**src/design/qm_pkg.sv**
```systemverilog
/*
 * Queue manager shared definitions.
 * Sizes, occupancy levels and the packet descriptor layout.
 */
package qm_pkg;

	// ------------------------------------------------------------
	// Sizes
	// ------------------------------------------------------------
	localparam int NUM_QUEUES = 16;
	localparam int NUM_BUFS = 32;
	localparam int NUM_PORTS = 8;

	typedef logic [$clog2(NUM_QUEUES)-1:0] qid_t;
	typedef logic [$clog2(NUM_BUFS)-1:0] buf_t;
	typedef logic [$clog2(NUM_PORTS)-1:0] port_t;

	// Wide enough to hold a full pool.
	typedef logic [$clog2(NUM_BUFS):0] cnt_t;

	// ------------------------------------------------------------
	// Occupancy levels
	// ------------------------------------------------------------
	// Destinations stay available only above this free level.
	localparam cnt_t MIN_FREE_LEVEL = 4;

	// Sources stay available only below this count.
	localparam cnt_t MAX_PORT_LEVEL = 24;

	// ------------------------------------------------------------
	// Descriptor
	// ------------------------------------------------------------
	typedef struct packed {
		port_t src_port;
		port_t dst_port;
		logic [7:0] tag;
	} pkt_desc_t;

endpackage

```
**src/design/qm_free_list.sv**
```systemverilog
/*
 * Free buffer list.
 * Circular FIFO of buffer indices, filled with every index after reset.
 */
`timescale 1ns/1ps

module qm_free_list (
	input  logic clk,
	input  logic rst_n,
	input  logic pop,
	input  logic push,
	input  qm_pkg::buf_t push_buf,
	output qm_pkg::buf_t head_buf,
	output qm_pkg::cnt_t free_count,
	output logic ready
);

	import qm_pkg::*;

	buf_t rd_ptr;
	buf_t wr_ptr;
	buf_t rd_addr;
	logic ram_wr;
	buf_t ram_wdata;

	// While filling, each cycle writes the index equal to its own slot.
	assign ram_wr = push | ~ready;
	assign ram_wdata = ready ? push_buf : wr_ptr;

	// Read ahead so head_buf follows a pop in the next cycle.
	assign rd_addr = pop ? rd_ptr + buf_t'(1) : rd_ptr;

	qm_ram #(
		.T(buf_t),
		.DEPTH(NUM_BUFS)
	) ram_i (
		.clk(clk),
		.wr(ram_wr),
		.waddr(wr_ptr),
		.wdata(ram_wdata),
		.raddr(rd_addr),
		.rdata(head_buf)
	);

	// ------------------------------------------------------------
	// Pointers and count
	// ------------------------------------------------------------
	always_ff @(posedge clk) begin
		if (!rst_n) begin
			rd_ptr <= '0;
			wr_ptr <= '0;
			free_count <= '0;
			ready <= 1'b0;
		end else begin
			if (pop) begin
				rd_ptr <= rd_addr;
			end
			if (ram_wr) begin
				wr_ptr <= wr_ptr + buf_t'(1);
			end
			free_count <= free_count + cnt_t'(ram_wr) - cnt_t'(pop);
			// Last index written, pointer wraps back to 0.
			if (!ready && wr_ptr == buf_t'(NUM_BUFS - 1)) begin
				ready <= 1'b1;
			end
		end
	end

endmodule

```
**src/design/qm_link_engine.sv**
```systemverilog
/*
 * Linked list engine.
 * Clears the depth table, then runs one enqueue or dequeue at a time
 * over the head, tail, link, depth and descriptor tables.
 */
`timescale 1ns/1ps

module qm_link_engine (
	input  logic clk,
	input  logic rst_n,
	input  logic enq_req,
	input  qm_pkg::qid_t enq_qid,
	input  qm_pkg::pkt_desc_t enq_desc,
	output logic enq_ack,
	output logic enq_ok,
	output logic enq_to_empty,
	input  logic deq_req,
	input  qm_pkg::qid_t deq_qid,
	output logic deq_ack,
	output logic deq_ok,
	output qm_pkg::pkt_desc_t deq_desc,
	input  logic free_ready,
	input  qm_pkg::buf_t free_head,
	input  qm_pkg::cnt_t free_count,
	output logic free_pop,
	output logic free_push,
	output qm_pkg::buf_t free_push_buf,
	output logic depth_wr,
	output qm_pkg::qid_t depth_waddr,
	output qm_pkg::cnt_t depth_wdata,
	output logic enq_event,
	output logic deq_event,
	output qm_pkg::port_t event_port
);

	import qm_pkg::*;

	typedef enum logic [2:0] {
		ST_CLEAR,
		ST_IDLE,
		ST_ENQ,
		ST_DEQ,
		ST_DEQ_WR,
		ST_ACK
	} state_t;

	state_t state;
	qid_t clr_cnt;
	qid_t cur_qid;
	qid_t q_raddr;
	buf_t head_rdata;
	buf_t head_wdata;
	buf_t tail_rdata;
	buf_t link_rdata;
	cnt_t depth_rdata;
	pkt_desc_t desc_rdata;
	logic enq_go;
	logic queue_empty;
	logic head_wr;
	logic tail_wr;
	logic link_wr;

	// Queue tables are read as the request is accepted.
	assign q_raddr = (state == ST_IDLE) ? (deq_req ? deq_qid : enq_qid) : cur_qid;

	assign enq_go = (state == ST_ENQ) && (free_count != '0);
	assign queue_empty = (depth_rdata == '0);

	assign head_wr = (enq_go && queue_empty) || (state == ST_DEQ_WR);
	assign head_wdata = (state == ST_DEQ_WR) ? link_rdata : free_head;
	assign tail_wr = enq_go;
	assign link_wr = enq_go && !queue_empty;

	// ------------------------------------------------------------
	// Tables
	// ------------------------------------------------------------
	qm_ram #(.T(buf_t), .DEPTH(NUM_QUEUES)) head_ram_i (
		.clk(clk), .wr(head_wr), .waddr(cur_qid), .wdata(head_wdata),
		.raddr(q_raddr), .rdata(head_rdata)
	);

	qm_ram #(.T(buf_t), .DEPTH(NUM_QUEUES)) tail_ram_i (
		.clk(clk), .wr(tail_wr), .waddr(cur_qid), .wdata(free_head),
		.raddr(q_raddr), .rdata(tail_rdata)
	);

	// Old tail points at the new buffer.
	qm_ram #(.T(buf_t), .DEPTH(NUM_BUFS)) link_ram_i (
		.clk(clk), .wr(link_wr), .waddr(tail_rdata), .wdata(free_head),
		.raddr(head_rdata), .rdata(link_rdata)
	);

	qm_ram #(.T(cnt_t), .DEPTH(NUM_QUEUES)) depth_ram_i (
		.clk(clk), .wr(depth_wr), .waddr(depth_waddr), .wdata(depth_wdata),
		.raddr(q_raddr), .rdata(depth_rdata)
	);

	qm_ram #(.T(pkt_desc_t), .DEPTH(NUM_BUFS)) desc_ram_i (
		.clk(clk), .wr(enq_go), .waddr(free_head), .wdata(enq_desc),
		.raddr(head_rdata), .rdata(desc_rdata)
	);

	// ------------------------------------------------------------
	// Depth, free list and event strobes
	// ------------------------------------------------------------
	assign depth_wr = (state == ST_CLEAR) || enq_go || (state == ST_DEQ_WR);
	assign depth_waddr = (state == ST_CLEAR) ? clr_cnt : cur_qid;

	always_comb begin
		case (state)
			ST_CLEAR: depth_wdata = '0;
			ST_DEQ_WR: depth_wdata = depth_rdata - cnt_t'(1);
			default: depth_wdata = depth_rdata + cnt_t'(1);
		endcase
	end

	assign free_pop = enq_go;
	assign free_push = (state == ST_DEQ_WR);
	assign free_push_buf = head_rdata;

	assign enq_event = enq_go;
	assign deq_event = (state == ST_DEQ_WR);
	assign event_port = deq_event ? desc_rdata.src_port : enq_desc.src_port;

	// ------------------------------------------------------------
	// Sequencer
	// ------------------------------------------------------------
	always_ff @(posedge clk) begin
		if (!rst_n) begin
			state <= ST_CLEAR;
			clr_cnt <= '0;
			enq_ack <= 1'b0;
			enq_ok <= 1'b0;
			enq_to_empty <= 1'b0;
			deq_ack <= 1'b0;
			deq_ok <= 1'b0;
		end else begin
			case (state)
				ST_CLEAR: begin
					clr_cnt <= clr_cnt + qid_t'(1);
					if (clr_cnt == qid_t'(NUM_QUEUES - 1)) begin
						state <= ST_IDLE;
					end
				end
				ST_IDLE: begin
					// Dequeue wins when both are pending.
					if (free_ready && deq_req) begin
						state <= ST_DEQ;
					end else if (free_ready && enq_req) begin
						state <= ST_ENQ;
					end
				end
				ST_ENQ: begin
					enq_ok <= enq_go;
					enq_to_empty <= enq_go && queue_empty;
					enq_ack <= 1'b1;
					state <= ST_ACK;
				end
				ST_DEQ: begin
					if (queue_empty) begin
						deq_ok <= 1'b0;
						deq_ack <= 1'b1;
						state <= ST_ACK;
					end else begin
						state <= ST_DEQ_WR;
					end
				end
				ST_DEQ_WR: begin
					deq_ok <= 1'b1;
					deq_ack <= 1'b1;
					state <= ST_ACK;
				end
				ST_ACK: begin
					if ((enq_ack && !enq_req) || (deq_ack && !deq_req)) begin
						enq_ack <= 1'b0;
						deq_ack <= 1'b0;
						state <= ST_IDLE;
					end
				end
				default: state <= ST_CLEAR;
			endcase
		end
	end

	always_ff @(posedge clk) begin
		if (state == ST_IDLE) begin
			cur_qid <= q_raddr;
		end
		if (state == ST_DEQ_WR) begin
			deq_desc <= desc_rdata;
		end
	end

endmodule

```
**src/design/qm_port_monitor.sv**
```systemverilog
/*
 * Port monitor.
 * Source occupancy, source and destination availability, alpha
 * register and the availability query for the next stage.
 */
`timescale 1ns/1ps

module qm_port_monitor (
	input  logic clk,
	input  logic rst_n,
	input  logic enq_event,
	input  logic deq_event,
	input  qm_pkg::port_t event_port,
	input  qm_pkg::cnt_t free_count,
	input  logic [qm_pkg::NUM_PORTS-1:0] bp,
	input  logic cfg_wr,
	input  logic [3:0] cfg_alpha,
	input  logic avail_req,
	input  qm_pkg::qid_t avail_qid,
	output logic avail_ack,
	output logic avail_ok,
	output qm_pkg::qid_t mirror_raddr,
	input  qm_pkg::cnt_t mirror_rdata,
	output logic [qm_pkg::NUM_PORTS-1:0] src_avail,
	output logic [qm_pkg::NUM_PORTS-1:0] dst_avail
);

	import qm_pkg::*;

	cnt_t port_cnt [NUM_PORTS];
	cnt_t port_cnt_next [NUM_PORTS];
	logic [3:0] alpha;
	logic [12:0] shl;
	cnt_t threshold;
	logic query_rd;

	always_comb begin
		for (int p = 0; p < NUM_PORTS; p++) begin
			port_cnt_next[p] = port_cnt[p];
			if (enq_event && event_port == port_t'(p)) begin
				port_cnt_next[p] = port_cnt_next[p] + cnt_t'(1);
			end
			if (deq_event && event_port == port_t'(p)) begin
				port_cnt_next[p] = port_cnt_next[p] - cnt_t'(1);
			end
		end
	end

	// ------------------------------------------------------------
	// Counters, flags and alpha
	// ------------------------------------------------------------
	always_ff @(posedge clk) begin
		if (!rst_n) begin
			for (int p = 0; p < NUM_PORTS; p++) begin
				port_cnt[p] <= '0;
			end
			src_avail <= '0;
			dst_avail <= '0;
			alpha <= '0;
		end else begin
			for (int p = 0; p < NUM_PORTS; p++) begin
				port_cnt[p] <= port_cnt_next[p];
				src_avail[p] <= (port_cnt_next[p] < MAX_PORT_LEVEL);
			end
			dst_avail <= ~bp & {NUM_PORTS{free_count > MIN_FREE_LEVEL}};
			if (cfg_wr) begin
				alpha <= cfg_alpha;
			end
		end
	end

	// Left shift saturates at the top of the count range.
	assign shl = {7'b0, free_count} << alpha[2:0];
	assign threshold = alpha[3] ? (free_count >> alpha[2:0]) :
		((|shl[12:6]) ? '1 : shl[5:0]);

	// ------------------------------------------------------------
	// Query
	// ------------------------------------------------------------
	assign mirror_raddr = avail_qid;

	always_ff @(posedge clk) begin
		if (!rst_n) begin
			query_rd <= 1'b0;
			avail_ack <= 1'b0;
			avail_ok <= 1'b0;
		end else if (avail_ack) begin
			if (!avail_req) begin
				avail_ack <= 1'b0;
			end
		end else if (query_rd) begin
			query_rd <= 1'b0;
			avail_ok <= (mirror_rdata < threshold);
			avail_ack <= 1'b1;
		end else if (avail_req) begin
			query_rd <= 1'b1;
		end
	end

endmodule

```
**src/design/qm_ram.sv**
```systemverilog
/*
 * Simple dual port memory.
 * One write port and a registered read port, payload set by type.
 */
`timescale 1ns/1ps

module qm_ram #(
	parameter type T = qm_pkg::buf_t,
	parameter int DEPTH = qm_pkg::NUM_BUFS
) (
	input  logic clk,
	input  logic wr,
	input  logic [$clog2(DEPTH)-1:0] waddr,
	input  T wdata,
	input  logic [$clog2(DEPTH)-1:0] raddr,
	output T rdata
);

	T mem [DEPTH];

	always_ff @(posedge clk) begin
		if (wr) begin
			mem[waddr] <= wdata;
		end
	end

	// Old data is returned on a same-address write.
	always_ff @(posedge clk) begin
		rdata <= mem[raddr];
	end

endmodule

```
**src/design/qm_top.sv**
```systemverilog
/*
 * Queue manager top level.
 * Link engine, free list, port monitor and the mirrored depth table.
 */
`timescale 1ns/1ps

module qm_top (
	input  logic clk,
	input  logic rst_n,
	input  logic enq_req,
	input  qm_pkg::qid_t enq_qid,
	input  qm_pkg::pkt_desc_t enq_desc,
	output logic enq_ack,
	output logic enq_ok,
	output logic enq_to_empty,
	input  logic deq_req,
	input  qm_pkg::qid_t deq_qid,
	output logic deq_ack,
	output logic deq_ok,
	output qm_pkg::pkt_desc_t deq_desc,
	input  logic [qm_pkg::NUM_PORTS-1:0] bp,
	input  logic cfg_wr,
	input  logic [3:0] cfg_alpha,
	input  logic avail_req,
	input  qm_pkg::qid_t avail_qid,
	output logic avail_ack,
	output logic avail_ok,
	output logic [qm_pkg::NUM_PORTS-1:0] src_avail,
	output logic [qm_pkg::NUM_PORTS-1:0] dst_avail
);

	import qm_pkg::*;

	logic free_ready;
	buf_t free_head;
	cnt_t free_count;
	logic free_pop;
	logic free_push;
	buf_t free_push_buf;
	logic depth_wr;
	qid_t depth_waddr;
	cnt_t depth_wdata;
	logic enq_event;
	logic deq_event;
	port_t event_port;
	qid_t mirror_raddr;
	cnt_t mirror_rdata;

	qm_link_engine engine_i (
		.clk(clk), .rst_n(rst_n),
		.enq_req(enq_req), .enq_qid(enq_qid), .enq_desc(enq_desc),
		.enq_ack(enq_ack), .enq_ok(enq_ok), .enq_to_empty(enq_to_empty),
		.deq_req(deq_req), .deq_qid(deq_qid),
		.deq_ack(deq_ack), .deq_ok(deq_ok), .deq_desc(deq_desc),
		.free_ready(free_ready), .free_head(free_head), .free_count(free_count),
		.free_pop(free_pop), .free_push(free_push), .free_push_buf(free_push_buf),
		.depth_wr(depth_wr), .depth_waddr(depth_waddr), .depth_wdata(depth_wdata),
		.enq_event(enq_event), .deq_event(deq_event), .event_port(event_port)
	);

	qm_free_list free_list_i (
		.clk(clk), .rst_n(rst_n),
		.pop(free_pop), .push(free_push), .push_buf(free_push_buf),
		.head_buf(free_head), .free_count(free_count), .ready(free_ready)
	);

	// Second copy of the depth table, read only by the query.
	qm_ram #(.T(cnt_t), .DEPTH(NUM_QUEUES)) depth_mirror_i (
		.clk(clk), .wr(depth_wr), .waddr(depth_waddr), .wdata(depth_wdata),
		.raddr(mirror_raddr), .rdata(mirror_rdata)
	);

	qm_port_monitor monitor_i (
		.clk(clk), .rst_n(rst_n),
		.enq_event(enq_event), .deq_event(deq_event), .event_port(event_port),
		.free_count(free_count), .bp(bp),
		.cfg_wr(cfg_wr), .cfg_alpha(cfg_alpha),
		.avail_req(avail_req), .avail_qid(avail_qid),
		.avail_ack(avail_ack), .avail_ok(avail_ok),
		.mirror_raddr(mirror_raddr), .mirror_rdata(mirror_rdata),
		.src_avail(src_avail), .dst_avail(dst_avail)
	);

endmodule

```
**config.mk**
```make
export PLATFORM = sky130hd
export DESIGN_NAME = qm_top
export DESIGN_NICKNAME = d
export VERILOG_FILES = /design/src/design/qm_pkg.sv /design/src/design/qm_free_list.sv /design/src/design/qm_link_engine.sv /design/src/design/qm_port_monitor.sv /design/src/design/qm_ram.sv /design/src/design/qm_top.sv
export SDC_FILE = /design/constraint.sdc
export NUM_CORES = 1
export LEC_CHECK = 0
export ABC_AREA = 1
export BUFFER_PORTS_ARGS = -buffer_cell sky130_fd_sc_hd__buf_4
export CAP_MARGIN = 10
export CORE_ASPECT_RATIO = 1.25
export CORE_MARGIN = 1
export CORE_UTILIZATION = 40
export DETAILED_ROUTE_END_ITERATION = 16
export HOLD_SLACK_MARGIN = 0.05
export PLACE_DENSITY = 0.67
export SETUP_SLACK_MARGIN = 0.3
export SKIP_CTS_REPAIR_TIMING = 1
export SYNTH_ARGS = -nofsm -noshare
export SYNTH_HDL_FRONTEND = slang
export SYNTH_SLANG_ARGS = --single-unit
export TNS_END_PERCENT = 30
```
**constraint.sdc**
```tcl
create_clock -name clk -period 8.03 [get_ports clk]
set_clock_uncertainty 0.05 [all_clocks]
set_input_delay 0.803 -clock clk [delete_from_list [all_inputs] [get_ports clk]]
set_output_delay 0.803 -clock clk [all_outputs]
set_load 0.1 [all_outputs]
```
==> results of run 1 <==
## state kept, by name, indices dropped and copies added, names as in the netlist, 48 cells and up
register,flops
engine_i.desc_ram_i.mem,448
monitor_i.port_cnt,48
free_list_i.ram_i.mem,160
engine_i.depth_ram_i.mem,96
engine_i.link_ram_i.mem,160
engine_i.head_ram_i.mem,80
engine_i.tail_ram_i.mem,80
## layout make-up
type | instances | share of cell area [%]
diodes | 1 | 0.00444
clock buffers | 150 | 5.30
clock inverters | 55 | 1.24
inverters | 369 | 2.48
multi-input cells | 2643 | 24.7
flip-flops and latches | 1188 | 60.7
well taps | 1617 | 3.59
repair buffers | 150 | 2.02
## placed cells by master (no fill, tap or decap), types with 29 or more instances in the layout
cell / n
a21oi_1: 174
buf_4: 149
clkbuf_1: 29
clkbuf_16: 108
dfxtp_1: 138
edfxtp_1: 1042
ha_1: 41
inv_1: 346
nand2_1: 529
nand3_1: 241
nand4_1: 29
nor2_1: 577
o211ai_1: 205
o21ai_0: 487
o221ai_1: 124
o22ai_1: 35
xor2_1: 30
## power groups by stage
stage	Combinational [W]	Sequential, W	Clock (W)
floorplan	0.000242	0.00707	0
global placement	0.000562	0.00696	0
detailed placement	0.000571	0.00696	0
CTS	0.000573	0.00682	0.00539
global route	0.000626	0.00683	0.00561
finish	0.000573	0.00682	0.00533
## cell families (layout without fill, tap and decap cells)
family / count (synthesis) / after routing / synth area share (%)
XOR/XNOR: 37 / 37 / 0.642
other: 0 / 1 / 0
AND/OR/NAND/NOR: 1450 / 1450 / 12.3
adder cells (fa/ha/maj): 43 / 43 / 1.10
flip-flops: 1188 / 1188 / 67.7
buffers and inverters: 625 / 724 / 4.88
AO/OA/AOI/OAI: 1113 / 1113 / 13.4
## metrics by stage
step                      instances  power [W]
after global placement         5966    0.00752
final                          6173     0.0127
after global routing           6173     0.0131
after detailed placement       5966    0.00753
after floorplan                4456    0.00731
after CTS                      6171     0.0128
## how the worst max path moves through the flow
stage	from	end	slack, ps
finish	engine_i.state[1]	free_list_i.free_count[5]	4180
CTS	engine_i.state[1]	free_list_i.free_count[5]	4190
global route	engine_i.state[1]	free_list_i.free_count[5]	3840
floorplan	engine_i.state[1]	engine_i.depth_ram_i.mem[0][5]	4300
global placement	engine_i.state[1]	free_list_i.free_count[5]	4360
detailed placement	deq_req	engine_i.head_ram_i.rdata[0]	4230
## per-layer routing
layer  wire length [µm]  vias up
li1                   -    16000
met4               4000        4
met5                 31        -
met2              64000     1225
met1              50400    16700
met3               7990      250
==> results.py, run 1 <==
metrics = {
    "die": {
        "dieArea_mm2": 0.128,
        "start_util_pct": 40.3,
        "io_pins": 81,
        "die_x_um": 320,
        "rows": 145,
        "die_h_um": 399,
        "coreArea_mm2": 0.125,
    },
    "critical_path": {
        "crit_chain": "nor2_4 > nand2_4 > inv_2 > buf_4 > nor2_1 > clkinv_1 > ha_1 > a21oi_1 > nor2_1 > nor2_1 > nor2_1 > nor2_1 > nor2_1 > nor2_1 > o21ai_0 > a21oi_1",
        "cp_common_cell": "nor2_1",
        "start_kind": "flip-flop",
        "r2r_start": "engine_i.state[1]",
        "cp_top_family": "simple AND/OR/NAND/NOR gates",
        "ff2ff_path_depth": 16,
        "arrival_ps": 4450,
        "cp_data_required_time_ps": 8630,
        "reg2reg_to": "free_list_i.free_count[5]",
        "crit_fanout": 23,
        "cpMaxStageDelayCell": "nor2_1",
        "cp_num_cells": 16,
        "max_stage_delay_ps": 570,
        "crit_path_end_kind": "flip-flop",
        "cp.buffers_inverters": 3,
        "reg2reg_slack_ps": 4180,
        "critical_path_class": "flip-flop to flip-flop",
    },
    "sta": {
        "setup_violations": 0,
        "setup-tns-final_ps": 0,
        "worst_pin_slew_ps": 1150,
        "layout_setup_ws_ps": 4180,
        "worst_hold_slack_ps": 172,
        "period_needed_ps": 3850,
        "slew_headroom_pct": 21.9,
        "rsz0062_at_grt": "no",
        "finalHoldViolCount": 0,
        "finalCritPeriodShare_pct": 47.9,
        "fmax_ghz": 0.260,
        "slew_violations": 0,
    },
    "logic_synthesis": {
        "post_synth_num_cell_types": 51,
        "synthCells": 4456,
        "synth_most_common_cell": "edfxtp_1",
        "synth_area_leaders": "edfxtp_1, dfxtp_1, o21ai_0",
        "ys_ff_latch": 1188,
        "seq_area_frac_synth_pct": 67.7,
        "async_flop_share_pct": 0,
        "synthTopCellsByCount": "edfxtp_1, nor2_1, nand2_1",
        "yosysTopAreaCellShare_pct": 62.0,
        "syn-num-nets": 4543,
        "synth_enable_flop_cells": 1042,
        "syn_area_per_cell_um2": 11.3,
        "ys_warn_count": 0,
        "synth_area_mm2": 0.0505,
        "synth_area_leader_cell": "edfxtp_1",
        "synth_flop_cell": "edfxtp_1",
    },
    "status": {
        "status": "completed",
    },
    "finish": {
        "area_delta_synth_final_pct": 11.7,
        "final-seq-area_mm2": 0.0342,
        "fin_util_pct": 45.0,
        "layout-drive-gt1-share_pct": 8.87,
        "final_area_mm2": 0.0564,
        "n_fill_cell": 11200,
        "layout.nets": 4547,
        "multi_input_area_mm2": 0.0139,
    },
    "grt": {
        "use_met3_pct": 2.69,
        "overflow": 0,
        "grt_antenna_before_repair": 2,
        "grt_first_pass_wirelength_um": 192000,
        "grt.busiest_layer": "met2",
        "grt_max_degree": 200,
        "grt_pass1_vias": 33000,
        "met1_usage_pct": 24.1,
        "gr-usage-met2_pct": 34.5,
        "grt_usage_pct": 19.5,
    },
    "drt": {
        "vias": 34200,
        "drtIter0Drc": 3328,
        "via_per_inst": 5.54,
        "routedWlPerCell_um": 20.5,
        "routed_wirelength_um": 126000,
        "first_pass_iters": 7,
        "ant_nets": 0,
        "drcViolationCount": 0,
    },
    "place": {
        "dpl-instance-area_mm2": 0.0527,
        "hpwl_um": 74800,
        "numPortBuffers": 80,
        "preCtsSetupSlack_ps": 4230,
        "gp_congestion": 0.821,
    },
    "min_path": {
        "holdPathEnd": "monitor_i.dst_avail[6]",
        "hp-start": "bp[6]",
        "hp-class": "input port to flip-flop",
        "hold_depth": 2,
    },
    "pwr": {
        "internal_power_w": 0.00994,
        "switching_share_pct": 21.9,
        "power_frac_seq_pct": 53.6,
        "switchingPower_w": 0.00279,
        "irDropWorstVdd_v": 0.000197,
        "p_comb_share_pct": 4.5,
        "leakagePower_nw": 19.8,
        "power-per-cell-area_mw_per_mm2": 226,
        "power_frac_clock_pct": 41.9,
    },
    "clock_tree": {
        "clkLatencyLatePin_ps": 740,
        "cts_buffers": 108,
        "clock_sinks": 1188,
        "cts_tree": "yes",
        "path_clk_slew_ps": 70,
        "root_buffer": "clkbuf_16",
        "h-tree-depth": 3,
        "clk_path_buf_depth": 3,
    },
    "flow_run": {
        "maxCapViolations": 0,
    },
}
No activity file was read; power rests on OpenSTA's default activity.
==> run 2: changes to the inputs <==
ABC_AREA = 0   (was 1)
clock period = 3.97 ns   (was 8.03 ns; I/O delays follow)
==> run 2 against run 1 <==
  * Via count is 21% lower
  * Critical path type unchanged
  * Fmax grew 16%
  * Largest cell class unchanged
  * Non-clock buffer count is 72 higher
  * Wire length fell by 13%
  * Cell area down 0.20%
  * Flip-flop and latch count is the same
==> results.py, run 2 <==
metrics = {
    "pwr": {
        "irDropWorstVdd_v": 0.000350,
        "p_total_w": 0.0255,
        "leakagePower_nw": 18.3,
        "power-per-cell-area_mw_per_mm2": 453,
    },
    "critical_path": {
        "crit_chain": "inv_1 > ha_1 > nand4bb_1 > nand2_2 > inv_1 > ha_1 > inv_1 > ha_1 > inv_1 > fa_1 > inv_1 > a21oi_1 > nor2_1 > nor2_1 > xor2_1 > nor2_1",
        "cp_common_cell": "inv_1",
        "crit_path_end_kind": "flip-flop",
        "setup.worst_path.start": "free_list_i.free_count[2]",
        "arrival_ps": 3840,
        "cp_top_family": "adder cells",
        "ff2ff_path_depth": 16,
        "reg2reg_slack_ps": 650,
        "critical_path_class": "flip-flop to flip-flop",
        "crit_fanout": 13,
        "cp.buffers_inverters": 5,
        "r2r_start": "free_list_i.free_count[2]",
        "start_kind": "flip-flop",
        "cp_data_required_time_ps": 4490,
        "max_stage_delay_ps": 550,
        "cpMaxStageDelayCell": "inv_1",
        "reg2reg_to": "free_list_i.free_count[4]",
    },
    "sta": {
        "finalHoldViolCount": 0,
        "worst_hold_slack_ps": 66.2,
        "fmax_ghz": 0.301,
        "slew_headroom_pct": 22.8,
        "worst_pin_slew_ps": 1160,
        "slew_violations": 0,
        "setup_violations": 0,
        "period_needed_ps": 3320,
        "rsz0062_at_grt": "no",
        "setup-tns-final_ps": 0,
        "layout_setup_ws_ps": 653,
        "finalCritPeriodShare_pct": 83.6,
    },
    "logic_synthesis": {
        "yosysTopAreaCellShare_pct": 63.3,
        "syn-num-nets": 3030,
        "post_synth_num_cell_types": 84,
        "ys_ff_latch": 1188,
        "async_flop_share_pct": 0,
        "synth_flop_cell": "edfxtp_1",
        "synth_area_mm2": 0.0494,
        "synthCells": 2943,
        "synth_area_leader_cell": "edfxtp_1",
        "seq_area_frac_synth_pct": 69.2,
        "synthTopCellsByCount": "edfxtp_1, mux4_2, nor2_1",
        "ys_warn_count": 0,
        "synth_most_common_cell": "edfxtp_1",
        "syn_area_per_cell_um2": 16.8,
        "synth_enable_flop_cells": 1042,
        "synth_area_leaders": "edfxtp_1, mux4_2, dfxtp_1",
    },
    "die": {
        "die_h_um": 395,
        "die_x_um": 316,
        "rows": 143,
        "io_pins": 81,
        "coreArea_mm2": 0.122,
        "start_util_pct": 40.5,
        "dieArea_mm2": 0.125,
    },
    "grt": {
        "overflow": 0,
        "grt_antenna_before_repair": 2,
        "grt_max_degree": 62,
        "grt_usage_pct": 17.7,
        "grt_first_pass_wirelength_um": 167000,
        "grt_pass1_vias": 27100,
    },
    "finish": {
        "n_fill_cell": 10300,
        "layout.nets": 3186,
        "final_cells": 4789,
        "largest-register": "engine_i.desc_ram_i.mem",
        "top_regs": "engine_i.desc_ram_i.mem: 448 flops, engine_i.link_ram_i.mem: 160 flops, free_list_i.ram_i.mem: 160 flops",
        "area_delta_synth_final_pct": 13.8,
        "layout_commonest_cell": "edfxtp_1",
        "layout-drive-gt1-share_pct": 22.4,
        "largest_reg_flops": 448,
        "diodes": 0,
        "layout_common_cells": "edfxtp_1, mux4_2, nor2_1",
    },
    "min_path": {
        "holdPathEnd": "depth_mirror_i.rdata[0]",
        "hp-start": "avail_qid[2]",
        "hold_depth": 2,
        "hp-class": "input port to flip-flop",
    },
    "drt": {
        "routed_wirelength_um": 110000,
        "via_per_inst": 5.62,
        "vias": 26900,
        "drtIter0Drc": 2358,
        "drcViolationCount": 0,
        "routedWlPerCell_um": 23.0,
        "first_pass_iters": 5,
        "ant_nets": 0,
    },
    "place": {
        "gp_congestion": 0.860,
        "hpwl_um": 71100,
        "dp.cells": 4552,
        "preCtsSetupSlack_ps": 501,
        "numPortBuffers": 80,
    },
    "clock_tree": {
        "root_buffer": "clkbuf_16",
        "clock_sinks": 1188,
        "path_clk_slew_ps": 70,
        "cts_tree": "yes",
        "h-tree-depth": 3,
        "cts_buffers": 109,
        "clk_path_buf_depth": 3,
        "clkLatencyLatePin_ps": 730,
    },
    "status": {
        "status": "completed",
    },
    "flow_run": {
        "maxCapViolations": 0,
    },
}
[run 2: changes by cell type after synthesis, moves of 135 or more]
cell,delta
o21ai_0,-404
nor2_1,-319
a21oi_1,-135
mux4_2,+286
inv_1,-311
nand2_1,-434
o211ai_1,-198
[run 2: cell families (layout without fill, tap and decap cells)]
group / after synthesis / after routing / synth area share, %
AOI/OAI and AO/OA: 272 / 272 / 3.63
DFF: 1188 / 1188 / 69.2
buffers and inverters: 217 / 468 / 1.73
xor gates and xnor gates: 76 / 76 / 1.37
muxes: 392 / 392 / 15.2
adders and majority gates: 43 / 43 / 1.12
and+or+nand+nor: 755 / 755 / 7.70
[run 2: metrics by stage]
| stage | cell area (µm²) | util [%] |
|---|---|---|
| 2_1_floorplan | 49400 | - |
| 3_3_place_gp | 52400 | 43.0 |
| 3_5_place_dp | 52400 | 43.0 |
| 4_1_cts | 56000 | 45.9 |
| 5_1_grt | 56300 | 46.1 |
| 6_report | 56300 | 46.1 |
[run 2: power breakdown]
part	internal, W	leakage, nW	switching (W)
combinational	0.000375	5.93	0.000881
sequential	0.0137	10.6	0.000101
clock	0.00574	1.71	0.00465
total	0.0199	18.3	0.00564
[run 2: metal layers]
layer,global-route usage (%),wire length [µm],share of wire (%)
met5,0,0,0
met4,5.50,2810,2.5
met3,3.06,6460,5.9
met2,30.4,56700,51
met1,22.7,44200,40
[run 2: worst max-delay path by stage]
| stage | slack (ps) | endpoint | depth (start not counted) |
|---|---|---|---|
| floorplan | 520 | engine_i.depth_ram_i.mem[0][5] | 12 |
| global placement | 590 | free_list_i.free_count[4] | 16 |
| detailed placement | 500 | free_list_i.ram_i.rdata[3] | 9 |
| CTS | 450 | free_list_i.ram_i.rdata[4] | 9 |
| global route | 330 | free_list_i.free_count[4] | 16 |
| finish | 650 | free_list_i.free_count[4] | 16 |
[run 2: final cells by class]
cell class,count,area (µm²),area share [%]
clock buffers,142,2910,5.18
clock inverters,64,634,1.13
inverters,40,150,0.267
multi-input cells,1538,14500,25.7
flip-flops and latches,1188,34200,60.8
well taps,1595,2000,3.55
repair buffers,222,1880,3.34
